## src/source/sd_pkg.sv

```systemverilog
package sd_pkg;

  // bus widths
  typedef logic [7:0] byte_t;
  typedef logic [5:0] cmd_index_t;
  typedef logic [31:0] cmd_arg_t;
  typedef logic [6:0] crc7_t;
  // 01, index, argument, crc7, end bit
  typedef logic [47:0] frame_t;
  // r1 in the top byte, r3/r7 payload below it
  typedef logic [39:0] resp_t;

  // command indices used by the init sequence
  localparam cmd_index_t CMD_GO_IDLE = 6'd0;
  localparam cmd_index_t CMD_SEND_IF_COND = 6'd8;
  localparam cmd_index_t CMD_APP = 6'd55;
  localparam cmd_index_t ACMD_OP_COND = 6'd41;
  localparam cmd_index_t CMD_READ_OCR = 6'd58;
  localparam cmd_index_t CMD_SET_BLOCKLEN = 6'd16;
  localparam cmd_index_t CMD_READ_SINGLE = 6'd17;

  // 2.7-3.6 V range plus 0xaa check pattern
  localparam cmd_arg_t IF_COND_ARG = 32'h0000_01AA;

  // r1 values and the block start token
  localparam byte_t R1_IDLE = 8'h01;
  localparam byte_t R1_ILLEGAL_IDLE = 8'h05;
  localparam byte_t DATA_TOKEN = 8'hFE;

  localparam int BLOCK_BYTES = 512;
  // limits, counted in spi bytes
  localparam int RESP_TIMEOUT_BYTES = 16;
  localparam int TOKEN_TIMEOUT_BYTES = 128;
  localparam int RETRY_LIMIT = 10;
  // idle clocks with cs_n high before cmd0
  localparam int INIT_CLOCKS = 80;

  // init sequencer states, in command order
  typedef enum logic [3:0] {
    ST_POWER,
    ST_CMD0,
    ST_CMD8,
    ST_CMD58A,
    ST_CMD55,
    ST_ACMD41,
    ST_CMD58B,
    ST_CMD16,
    ST_CMD17,
    ST_DONE,
    ST_ERROR
  } init_state_t;

endpackage

```

## src/source/sd_xfer_if.sv

```systemverilog
`timescale 1ns/1ns

interface sd_xfer_if (
  input logic clk
);

  // request side, held stable until done
  logic req;
  sd_pkg::cmd_index_t index;
  sd_pkg::cmd_arg_t arg;
  logic long_resp;
  logic with_data;

  // engine side, resp and timeout valid with done
  logic busy;
  logic done;
  sd_pkg::resp_t resp;
  logic timeout;

  modport init (
    input busy, done, resp, timeout,
    output req, index, arg, long_resp, with_data
  );

  modport engine (
    input req, index, arg, long_resp, with_data,
    output busy, done, resp, timeout
  );

  // done only answers a pending request
  a_done_with_req: assert property (@(posedge clk) done |-> req);

  // request and its command held until answered
  a_req_held: assert property (@(posedge clk)
    req && !done |=> req && $stable(index) && $stable(arg));

endinterface

```

## src/source/sd_host.sv

```systemverilog
`timescale 1ns/1ns

module sd_host #(
  parameter int SLOW_DIV = 125,
  parameter int FAST_DIV = 2
) (
  input logic clk,
  input logic rst_n,
  input logic [31:0] block_addr,
  output logic sd_sclk,
  output logic sd_cs_n,
  output logic sd_mosi,
  input logic sd_miso,
  output logic [7:0] data_byte,
  output logic data_valid,
  input logic data_ready,
  output logic init_done,
  output logic init_error,
  output logic card_hc
);

  // engine to clock divider
  logic spi_run;
  logic spi_pause;
  logic spi_fast;
  logic spi_rise;
  logic spi_fall;
  // sequencer to engine
  logic init_clocks;
  logic fast_en;

  sd_xfer_if xfer_bus (.clk(clk));

  sd_spi_clock #(
    .SLOW_DIV(SLOW_DIV),
    .FAST_DIV(FAST_DIV)
  ) clock_inst (
    .clk(clk),
    .rst_n(rst_n),
    .run(spi_run),
    .pause(spi_pause),
    .fast(spi_fast),
    .sclk(sd_sclk),
    .rise(spi_rise),
    .fall(spi_fall)
  );

  sd_spi_transfer transfer_inst (
    .clk(clk),
    .rst_n(rst_n),
    .xfer(xfer_bus.engine),
    .init_clocks(init_clocks),
    .fast_en(fast_en),
    .run(spi_run),
    .pause(spi_pause),
    .fast(spi_fast),
    .rise(spi_rise),
    .fall(spi_fall),
    .mosi(sd_mosi),
    .miso(sd_miso),
    .data_byte(data_byte),
    .data_valid(data_valid),
    .data_ready(data_ready)
  );

  sd_init_fsm init_inst (
    .clk(clk),
    .rst_n(rst_n),
    .xfer(xfer_bus.init),
    .block_addr(block_addr),
    .init_clocks(init_clocks),
    .fast_en(fast_en),
    .cs_n(sd_cs_n),
    .init_done(init_done),
    .init_error(init_error),
    .card_hc(card_hc)
  );

endmodule

```

## src/source/sd_init_fsm.sv

```systemverilog
`timescale 1ns/1ns

module sd_init_fsm (
  input logic clk,
  input logic rst_n,
  sd_xfer_if.init xfer,
  input sd_pkg::cmd_arg_t block_addr,
  output logic init_clocks,
  output logic fast_en,
  output logic cs_n,
  output logic init_done,
  output logic init_error,
  output logic card_hc
);

  // acmd41 with hcs, host handles high capacity
  localparam sd_pkg::cmd_arg_t HCS_ARG = 32'h4000_0000;

  sd_pkg::init_state_t state;
  logic [3:0] retry;
  sd_pkg::byte_t r1;
  logic last_try;
  logic active;
  logic if_cond_ok;

  assign r1 = xfer.resp[39:32];
  assign last_try = (retry == 4'(sd_pkg::RETRY_LIMIT - 1));
  assign active = !(state inside {sd_pkg::ST_DONE, sd_pkg::ST_ERROR});

  // legacy card rejects cmd8, v2 card echoes the pattern
  assign if_cond_ok = (r1 == sd_pkg::R1_ILLEGAL_IDLE) ||
                      (r1 == sd_pkg::R1_IDLE &&
                       xfer.resp[11:0] == sd_pkg::IF_COND_ARG[11:0]);

  assign init_clocks = (state == sd_pkg::ST_POWER);
  // card deselected for idle clocks and once finished
  assign cs_n = (state inside {sd_pkg::ST_POWER, sd_pkg::ST_DONE, sd_pkg::ST_ERROR});
  assign init_done = (state == sd_pkg::ST_DONE);
  assign init_error = (state == sd_pkg::ST_ERROR);

  // command fields follow the state
  always_comb begin
    xfer.index = sd_pkg::CMD_GO_IDLE;
    xfer.arg = '0;
    xfer.long_resp = 1'b0;
    xfer.with_data = 1'b0;
    case (state)
      sd_pkg::ST_CMD8: begin
        xfer.index = sd_pkg::CMD_SEND_IF_COND;
        xfer.arg = sd_pkg::IF_COND_ARG;
        xfer.long_resp = 1'b1;
      end
      sd_pkg::ST_CMD58A, sd_pkg::ST_CMD58B: begin
        xfer.index = sd_pkg::CMD_READ_OCR;
        xfer.long_resp = 1'b1;
      end
      sd_pkg::ST_CMD55: begin
        xfer.index = sd_pkg::CMD_APP;
      end
      sd_pkg::ST_ACMD41: begin
        xfer.index = sd_pkg::ACMD_OP_COND;
        xfer.arg = HCS_ARG;
      end
      sd_pkg::ST_CMD16: begin
        xfer.index = sd_pkg::CMD_SET_BLOCKLEN;
        xfer.arg = sd_pkg::cmd_arg_t'(sd_pkg::BLOCK_BYTES);
      end
      sd_pkg::ST_CMD17: begin
        // sdhc takes block numbers, sdsc takes byte addresses
        xfer.index = sd_pkg::CMD_READ_SINGLE;
        xfer.arg = card_hc ? block_addr : {block_addr[22:0], 9'd0};
        xfer.with_data = 1'b1;
      end
      default: begin
      end
    endcase
  end

  always_ff @(posedge clk) begin
    if (!rst_n) begin
      state <= sd_pkg::ST_POWER;
      xfer.req <= 1'b0;
      retry <= '0;
      fast_en <= 1'b0;
      card_hc <= 1'b0;
    end else if (xfer.done) begin
      xfer.req <= 1'b0;
      case (state)
        sd_pkg::ST_POWER: begin
          state <= sd_pkg::ST_CMD0;
        end
        sd_pkg::ST_CMD0: begin
          // retried until idle, timeouts included
          if (!xfer.timeout && r1 == sd_pkg::R1_IDLE) begin
            retry <= '0;
            state <= sd_pkg::ST_CMD8;
          end else if (last_try) begin
            state <= sd_pkg::ST_ERROR;
          end else begin
            retry <= retry + 1'b1;
          end
        end
        sd_pkg::ST_CMD8: begin
          state <= (!xfer.timeout && if_cond_ok) ? sd_pkg::ST_CMD58A : sd_pkg::ST_ERROR;
        end
        sd_pkg::ST_CMD58A: begin
          if (xfer.timeout) begin
            state <= sd_pkg::ST_ERROR;
          end else begin
            // ccs is ocr bit 30
            card_hc <= xfer.resp[30];
            state <= sd_pkg::ST_CMD55;
          end
        end
        sd_pkg::ST_CMD55: begin
          state <= xfer.timeout ? sd_pkg::ST_ERROR : sd_pkg::ST_ACMD41;
        end
        sd_pkg::ST_ACMD41: begin
          if (xfer.timeout) begin
            state <= sd_pkg::ST_ERROR;
          end else if (r1 == 8'h00) begin
            state <= sd_pkg::ST_CMD58B;
          end else if (r1 == sd_pkg::R1_IDLE) begin
            // still powering up, another cmd55/acmd41 pair
            if (last_try) begin
              state <= sd_pkg::ST_ERROR;
            end else begin
              retry <= retry + 1'b1;
              state <= sd_pkg::ST_CMD55;
            end
          end else begin
            state <= sd_pkg::ST_ERROR;
          end
        end
        sd_pkg::ST_CMD58B: begin
          if (xfer.timeout) begin
            state <= sd_pkg::ST_ERROR;
          end else begin
            // card ready, fast clock from the next transfer
            fast_en <= 1'b1;
            state <= sd_pkg::ST_CMD16;
          end
        end
        sd_pkg::ST_CMD16: begin
          state <= (xfer.timeout || r1 != 8'h00) ? sd_pkg::ST_ERROR : sd_pkg::ST_CMD17;
        end
        sd_pkg::ST_CMD17: begin
          state <= (xfer.timeout || r1 != 8'h00) ? sd_pkg::ST_ERROR : sd_pkg::ST_DONE;
        end
        default: begin
        end
      endcase
    end else if (active && !xfer.req && !xfer.busy) begin
      xfer.req <= 1'b1;
    end
  end

  a_one_outcome: assert property (@(posedge clk) disable iff (!rst_n)
    !(init_done && init_error));

  // outcome holds until reset
  a_outcome_final: assert property (@(posedge clk) disable iff (!rst_n)
    init_done || init_error |=> $stable({init_done, init_error}));

endmodule

```

## src/source/sd_spi_clock.sv

```systemverilog
`timescale 1ns/1ns

module sd_spi_clock #(
  parameter int SLOW_DIV = 125,
  parameter int FAST_DIV = 2
) (
  input logic clk,
  input logic rst_n,
  input logic run,
  input logic pause,
  input logic fast,
  output logic sclk,
  output logic rise,
  output logic fall
);

  // counter wide enough for the slower half-period
  localparam int CW = $clog2(SLOW_DIV > FAST_DIV ? SLOW_DIV : FAST_DIV) + 1;

  logic [CW-1:0] cnt;
  logic [CW-1:0] limit;
  logic hold;
  logic tick;

  // last count of the current half-period
  assign limit = fast ? CW'(FAST_DIV - 1) : CW'(SLOW_DIV - 1);

  // pause only bites once sclk is low
  assign hold = pause && !sclk;
  assign tick = run && !hold && (cnt >= limit);

  // strobes in the cycle that toggles sclk
  assign rise = tick && !sclk;
  assign fall = tick && sclk;

  always_ff @(posedge clk) begin
    if (!rst_n) begin
      cnt <= '0;
      sclk <= 1'b0;
    end else if (!run) begin
      // parked low between transfers
      cnt <= '0;
      sclk <= 1'b0;
    end else if (!hold) begin
      if (tick) begin
        cnt <= '0;
        sclk <= ~sclk;
      end else begin
        cnt <= cnt + 1'b1;
      end
    end
  end

  a_one_edge: assert property (@(posedge clk) disable iff (!rst_n) !(rise && fall));

endmodule

```

## src/source/sd_spi_transfer.sv

```systemverilog
`timescale 1ns/1ns

module sd_spi_transfer (
  input logic clk,
  input logic rst_n,
  sd_xfer_if.engine xfer,
  input logic init_clocks,
  input logic fast_en,
  output logic run,
  output logic pause,
  output logic fast,
  input logic rise,
  input logic fall,
  output logic mosi,
  input logic miso,
  output sd_pkg::byte_t data_byte,
  output logic data_valid,
  input logic data_ready
);

  typedef enum logic [3:0] {
    X_IDLE,
    X_CLOCKS,
    X_CMD,
    X_RESP,
    X_TOKEN,
    X_DATA,
    X_CRC,
    X_TAIL,
    X_FIN
  } xfer_state_t;

  // limits in spi bits
  localparam int RESP_LIMIT = sd_pkg::RESP_TIMEOUT_BYTES * 8;
  localparam int TOKEN_LIMIT = sd_pkg::TOKEN_TIMEOUT_BYTES * 8;
  localparam int BLOCK_BITS = sd_pkg::BLOCK_BYTES * 8;

  xfer_state_t state;
  // bit counter, reused by every phase
  logic [12:0] cnt;
  logic started;
  sd_pkg::frame_t frame;
  sd_pkg::crc7_t crc;
  sd_pkg::resp_t rbuf;
  sd_pkg::resp_t rnext;
  sd_pkg::byte_t r1_now;
  logic [5:0] resp_len;
  logic cmd_bit;

  // serial crc7, poly x^7 + x^3 + 1
  function automatic sd_pkg::crc7_t crc7_step(input sd_pkg::crc7_t c, input logic b);
    logic fb;
    fb = c[6] ^ b;
    return {c[5:0], 1'b0} ^ {3'b000, fb, 2'b00, fb};
  endfunction

  // shift register view after the bit on this rise
  assign rnext = {rbuf[38:0], miso};
  assign r1_now = xfer.long_resp ? rnext[39:32] : rnext[7:0];
  assign resp_len = xfer.long_resp ? 6'd40 : 6'd8;

  assign xfer.busy = (state != X_IDLE);
  assign xfer.done = (state == X_FIN);
  assign run = !(state inside {X_IDLE, X_FIN});

  // stop sclk low while a byte waits on the stream
  assign pause = data_valid && !data_ready;

  // 8 preamble ones, 40 frame bits, crc7, end bit
  always_comb begin
    if (cnt < 13'd8) begin
      cmd_bit = 1'b1;
    end else if (cnt >= 13'd48 && cnt < 13'd55) begin
      cmd_bit = crc[6];
    end else begin
      cmd_bit = frame[47];
    end
  end

  always_ff @(posedge clk) begin
    if (!rst_n) begin
      state <= X_IDLE;
      cnt <= '0;
      started <= 1'b0;
      mosi <= 1'b1;
      fast <= 1'b0;
      data_valid <= 1'b0;
      xfer.timeout <= 1'b0;
    end else begin
      if (data_valid && data_ready) begin
        data_valid <= 1'b0;
      end
      case (state)
        X_IDLE: begin
          if (xfer.req) begin
            // rate picked once per transfer
            fast <= fast_en;
            cnt <= '0;
            started <= 1'b0;
            xfer.timeout <= 1'b0;
            frame <= {2'b01, xfer.index, xfer.arg, 7'd0, 1'b1};
            crc <= '0;
            state <= init_clocks ? X_CLOCKS : X_CMD;
          end
        end
        X_CLOCKS: begin
          if (fall) begin
            cnt <= cnt + 1'b1;
            if (cnt == 13'(sd_pkg::INIT_CLOCKS - 1)) begin
              state <= X_FIN;
            end
          end
        end
        X_CMD: begin
          // mosi moves on the falling edge
          if (fall) begin
            mosi <= cmd_bit;
            cnt <= cnt + 1'b1;
            if (cnt >= 13'd8) begin
              frame <= frame << 1;
            end
            if (cnt >= 13'd8 && cnt < 13'd48) begin
              crc <= crc7_step(crc, frame[47]);
            end else if (cnt >= 13'd48 && cnt < 13'd55) begin
              crc <= crc << 1;
            end
            // end bit is a one so mosi idles high after it
            if (cnt == 13'd55) begin
              cnt <= '0;
              state <= X_RESP;
            end
          end
        end
        X_RESP: begin
          if (rise) begin
            if (!started) begin
              // hunt for the r1 start bit
              if (!miso) begin
                started <= 1'b1;
                rbuf <= rnext;
                cnt <= 13'd1;
              end else if (cnt == 13'(RESP_LIMIT - 1)) begin
                xfer.timeout <= 1'b1;
                state <= X_TAIL;
              end else begin
                cnt <= cnt + 1'b1;
              end
            end else begin
              rbuf <= rnext;
              cnt <= cnt + 1'b1;
              if (cnt == {7'd0, resp_len - 6'd1}) begin
                xfer.resp <= xfer.long_resp ? rnext : {r1_now, 32'd0};
                cnt <= '0;
                // all ones so the token window starts clean
                rbuf <= '1;
                state <= (xfer.with_data && r1_now == 8'h00) ? X_TOKEN : X_TAIL;
              end
            end
          end
        end
        X_TOKEN: begin
          // sliding window, token matches at any bit offset
          if (rise) begin
            rbuf <= rnext;
            cnt <= cnt + 1'b1;
            if (rnext[7:0] == sd_pkg::DATA_TOKEN) begin
              cnt <= '0;
              state <= X_DATA;
            end else if (cnt == 13'(TOKEN_LIMIT - 1)) begin
              xfer.timeout <= 1'b1;
              state <= X_TAIL;
            end
          end
        end
        X_DATA: begin
          if (rise) begin
            rbuf <= rnext;
            cnt <= cnt + 1'b1;
            if (cnt[2:0] == 3'd7) begin
              data_byte <= rnext[7:0];
              data_valid <= 1'b1;
            end
            if (cnt == 13'(BLOCK_BITS - 1)) begin
              cnt <= '0;
              state <= X_CRC;
            end
          end
        end
        X_CRC: begin
          // crc16 clocked in and dropped
          if (rise) begin
            cnt <= cnt + 1'b1;
            if (cnt == 13'd15) begin
              state <= X_TAIL;
            end
          end
        end
        X_TAIL: begin
          // finish the high phase before parking sclk
          if (fall) begin
            state <= X_FIN;
          end
        end
        default: begin
          state <= X_IDLE;
        end
      endcase
    end
  end

  a_byte_hold: assert property (@(posedge clk) disable iff (!rst_n)
    data_valid && !data_ready |=> $stable(data_byte));

endmodule

```

## config.mk

```make
export PLATFORM = sky130hd
export DESIGN_NAME = sd_host
export DESIGN_NICKNAME = d
export VERILOG_FILES = /design/src/source/sd_pkg.sv /design/src/source/sd_xfer_if.sv /design/src/source/sd_host.sv /design/src/source/sd_init_fsm.sv /design/src/source/sd_spi_clock.sv /design/src/source/sd_spi_transfer.sv
export SDC_FILE = /design/constraint.sdc
export NUM_CORES = 1
export LEC_CHECK = 0
export CORE_MARGIN = 2
export CORE_UTILIZATION = 50
export CTS_CLUSTER_DIAMETER = 200
export DETAILED_ROUTE_END_ITERATION = 8
export DONT_BUFFER_PORTS = 1
export GPL_ROUTABILITY_DRIVEN = 1
export PLACE_DENSITY = 0.71
export SLEW_MARGIN = 20
export SYNTH_ARGS = -nofsm -noshare
export SYNTH_HDL_FRONTEND = slang
export SYNTH_SLANG_ARGS = --single-unit
```

## constraint.sdc

```tcl
create_clock -name clk -period 8.8 [get_ports clk]
set_input_delay 0.44 -clock clk [delete_from_list [all_inputs] [get_ports clk]]
set_output_delay 0.44 -clock clk [all_outputs]
set_load 0.02 [all_outputs]
```

==> out/metrics.sh <==
CTS_SINKS=165
CRITICAL_PATH_DEPTH=8
CTS_MADE_BUFFERS=17
CRIT_PATH_CELL_TRACE='nand2b_1 > nor3_2 > buf_4 > inv_1 > o22ai_1 > a311o_2 > nand2b_1 > o32ai_1'
MOST_COMMON_CELL_TYPE_ON_THE_CRITICAL_PATH='nand2b_1'
NUMBER_OF_ANTENNA_VIOLATIONS_AT_THE_FIRST_CHECK_IN_GLOBAL_ROUTING=0
TIMING.RR.END='transfer_inst.cnt[12]'
OVERFLOW=0
AVGSYNTHCELLAREA_UM2=10.5
WORSTPATHMAXFANOUT=62
POWER.LEAKAGE_nW=3.00
PORT-BUFFER-COUNT=0
HOLD_BUFS_AT_CTS=0
SYNTHESIS.NETS=830
YOSYSUNIQUECELLTYPES=72
WORSTSETUPSTARTPOINTTYPE='flop'
SYNTH_XOR_AREA_SHARE_PCT=1.28
HOLD_PATH_STARTPOINT='rst_n'
CRITICAL_PATH.MAX_STAGE_DELAY_NS=0.77
MAXCAPVIOLCOUNT=0
CTS_REPAIR_RESIZE_COUNT=0
CLOCKROOTBUFFER='clkbuf_16'
DRT-VIAS-PER-INSTANCE=6.00
LARGEST_FAMILY_OF_LOGIC_CELLS_BY_SYNTHESIZED_AREA='simple AND/OR/NAND/NOR gates'
FLOORPLAN.IO_PINS=51
TIMING.CRITICAL_PATH.REQUIRED_NS=9.13
SYNTHADDERAREAFRAC_PCT=1.83
HOLDPATHSTAGES=1
UNREPAIRED_SETUP_ENDPOINTS_AFTER_GLOBAL_ROUTING='false'
FINAL_HOLD_VIOLATION_COUNT=0
HPWLAFTERDP_MM=12.1
ACHIEVABLE-FREQUENCY_MHz=291
CLK_PIN_SLEW_NS=0.07
YOSYSWARNINGCOUNT=0
DRT-TOTAL-WL_MM=17.9
GRT_UTIL_ALL_LAYERS_PCT=21.0
POWER.SEQUENTIAL.FRACTION_PCT=49.3
WORSTSKEWPAIRLATENCY_NS=0.43
PWR_DENSITY_CELL_nW_PER_UM2=211
GRT_PASS1_WL_MM=29.5
INITIALDRTVIOLATIONCOUNT=531
POSTSYNTH.TOPFLOPCELL='edfxtp_1'
POWER_W=0.00189
SYNTH_ENABLE_FLOP_CELLS=123
WORST_SLEW_PIN_SLEW_NS=0.891
POST-PLACE-CELLS=957
PLACE_CONGESTION=0.957
STATUS='completed'
INSTANCES_NO_FILL=989
P_SW_W=0.000532
SW_FRAC_OF_TOTAL_PCT=28.2
FF2FF_SETUP_SLACK_NS=5.37
SLEW_VIOLATIONS=0
POSTCTSSETUPREPAIRBUFS=0
FIN_WORST_SKEW_NS=0.00991
CRIT_FAMILY='compound AO/OA/AOI/OAI gates'
FILLER_CELLS_INSERTED=1365
FP.COREAREA_UM2=15900
CTS_MAX_PATH_BUFFERS=2
R2R.WORST_PATH.CELLS=8
ANTENNA_VIOLATING_NETS_REMAINING=0
FLOW.AREA_GROWTH_FROM_SYNTHESIS_PCT=9.32
SEQ_TOTAL_AREA_YOSYS_PCT=55.4
WORSTPATHBUFFERINVERTERCOUNT=2
TIMING.SETUP.CRITICAL_PATH_CLASS='flop to flop'
ENDPOINT_KIND='flop'
REMAINING_DRC_ERRORS=0
PLACE_WORST_SETUP_SLACK_NS=5.47
LAYOUT_SETUP_WS_NS=5.37
SYNTH_SIMPLE_GATE_AREA_SHARE_PCT=21.7
CP_MAX_DELAY_CELL='dfxtp_1'
WORST_REG2REG_STARTPOINT='transfer_inst.state[1]'
CTSHTREEMAXLEVEL=4
SHARE_OF_CELL_AREA_TAKEN_BY_MUXES_AFTER_SYNTHESIS_PCT=4.92
CP-STARTPOINT='transfer_inst.state[1]'
AREA_OF_THE_DIE_UM2=17400
DR_TOTAL_VIAS=5937
GRT_MAX_DEGREE=63
FIN_NETS=808
WHS_ENDPOINT='transfer_inst.mosi'
YS_FF_LATCH=165
SLEW-LIMIT-HEADROOM_PCT=40.6
CRIT_ARRIVAL_NS=3.77
SYNTHCELLS=782
GRT_PASS1_VIAS=5681
INITIAL_CELL_DENSITY_OF_THE_CORE_PCT=51.3
PWR-SHARE-CLK_PCT=38.3
CORE.ROWCOUNT=46
PERIOD_MINUS_SLACK_NS=3.43
MAPPEDNETLISTAREA_UM2=8190
TYPE_OF_THE_MOST_CRITICAL_HOLD_PATH='input pin to flop'
FIN_CRIT_SH_PCT=39.0
LARGEST_VOLTAGE_DROP_ON_THE_VDD_NET_mV=0.150
WIRE_PER_INST_UM=18.1
ANTENNADIODECOUNT=0
FP.DIEW_UM=132
SYNTH_AREA_IN_COMPOUND_GATES_PCT=12.0
SETUP-TNS-FINAL_NS=0
P_INT_W=0.00136
FRACTION_OF_LAYOUT_CELLS_WITH_A_SIZE_SUFFIX_ABOVE_1_PCT=13.7
FIRST_PASS_ITERS=5
DIE_HEIGHT_UM=132
SETUP_VIOLATIONS=0
CTS_TREE='built'
YS_ASYNC_SR_FRACTION_PCT=0
SHARE_COMB_OF_TOTAL_POWER_PCT=12.4
stage by stage:
step,hold WS (ns),area [um^2],util (%)
final,0.107,8950,56.1
after global routing,0.0792,8950,56.1
after global placement,0.481,8370,52.5
after floorplan,0.440,8190,-
after CTS,0.0881,8950,56.1
after detailed placement,0.491,8370,52.5
layer usage:
layer | vias to the layer above | global-route usage, % | wire length [um]
met1 | 2900 | 29.0 | 8210
met2 | 184 | 32.9 | 8510
met5 | - | 0 | 0
met4 | 0 | 5.86 | 196
met3 | 15 | 5.54 | 1030
li1 | 2838 | - | -
cells in the final DEF, fill, tap and decap left out, drive strengths merged, types with 4 or more instances in the layout:
master and instances:
edfxtp 123, nand2 90, nor2 53, a21oi 45
dfxtp 42, or2 41, o21ai 40, mux2i 29
nor3 24, inv 24, nand3 21, and3 18
clkbuf 17, and2 16, nand2b 13, o22ai 12
ha 12, or3 11, mux2 10, xor2 10
a31oi 8, nand3b 7, nand4 7, buf 7
or4 6, nor4 6, o31ai 5, o21a 5
a211oi 5, nor2b 4, nor4b 4, o41ai 4
o211ai 4, clkinvlp 4, nor4bb 4
kinds of logic (layout without fill, tap and decap cells):
family,after synthesis,in the layout
and+or+nand+nor,335,335
adders and majority gates,12,12
xor gates and xnor gates,12,12
DFF,165,165
AOI/OAI and AO/OA,156,156
muxes,39,39
buffers and inverters,63,54
registers in the layout, summed over array words and instances, names as in the netlist, 7 cells and up:
name	count
transfer_inst.cnt	13
transfer_inst.xfer.resp	21
transfer_inst.crc	7
transfer_inst.data_byte	8
transfer_inst.frame	48
clock_inst.cnt	8
transfer_inst.rbuf	39
cells in the mapped netlist, types with 3 or more instances:
| cell type | count | share of area (%) |
|---|---|---|
| nor2_1 | 53 | 2.4 |
| or3_1 | 10 | 0.76 |
| nor4bb_1 | 4 | 0.49 |
| and3_1 | 18 | 1.4 |
| nor3_1 | 24 | 1.5 |
| edfxtp_1 | 123 | 45 |
| o21ai_0 | 39 | 2.4 |
| inv_1 | 15 | 0.69 |
| nor4b_1 | 4 | 0.43 |
| nand4b_1 | 3 | 0.32 |
| mux2i_1 | 29 | 3.5 |
| o31ai_1 | 5 | 0.46 |
| or4_1 | 5 | 0.46 |
| a31oi_1 | 8 | 0.61 |
| nand2b_1 | 13 | 0.99 |
| o2111ai_1 | 3 | 0.32 |
| o41ai_1 | 4 | 0.43 |
| o32ai_1 | 3 | 0.32 |
| xor2_1 | 10 | 1.1 |
| and2_1 | 16 | 1.2 |
| nor2b_1 | 4 | 0.31 |
| nor4_1 | 4 | 0.31 |
| a211oi_1 | 5 | 0.46 |
| or2_1 | 3 | 0.23 |
| o21a_1 | 5 | 0.46 |
| clkbuf_1 | 44 | 2.0 |
| nand2_1 | 90 | 4.1 |
| nand3b_1 | 7 | 0.64 |
| nand4_1 | 7 | 0.53 |
| nand3_1 | 20 | 1.2 |
| ha_1 | 12 | 1.8 |
| dfxtp_1 | 42 | 10 |
| mux2_2 | 10 | 1.4 |
| o22ai_1 | 12 | 0.92 |
| or2_2 | 38 | 2.9 |
| a21oi_1 | 45 | 2.8 |
| o211ai_1 | 4 | 0.37 |
power by group through the flow:
stage	clock [W]	combinational, W	sequential, W
finish	0.000724	0.000235	0.000931
global route	0.000768	0.000262	0.000937
CTS	0.000736	0.000234	0.000930
detailed placement	0	0.000232	0.000947
global placement	0	0.000228	0.000945
floorplan	0	0.000197	0.000931
worst max-delay path by stage:
stage	to	slack, ns
finish	transfer_inst.cnt[12]	5.37
global route	transfer_inst.cnt[12]	4.96
CTS	transfer_inst.cnt[12]	5.43
detailed placement	transfer_inst.cnt[12]	5.47
global placement	transfer_inst.cnt[12]	5.59
floorplan	transfer_inst.rbuf[0]	4.24
final cells by class:
cell class / instances / area [um^2] / area share (%)
inverter: 15 / 56.3 / 0.629
clock buffer: 17 / 425 / 4.75
tap: 216 / 270 / 3.02
sequential: 165 / 4540 / 50.7
multi-input combinational: 554 / 3460 / 38.6
timing repair buffer: 7 / 52.6 / 0.587
clock inverter: 15 / 154 / 1.72
(Power assumes the default switching activity.)
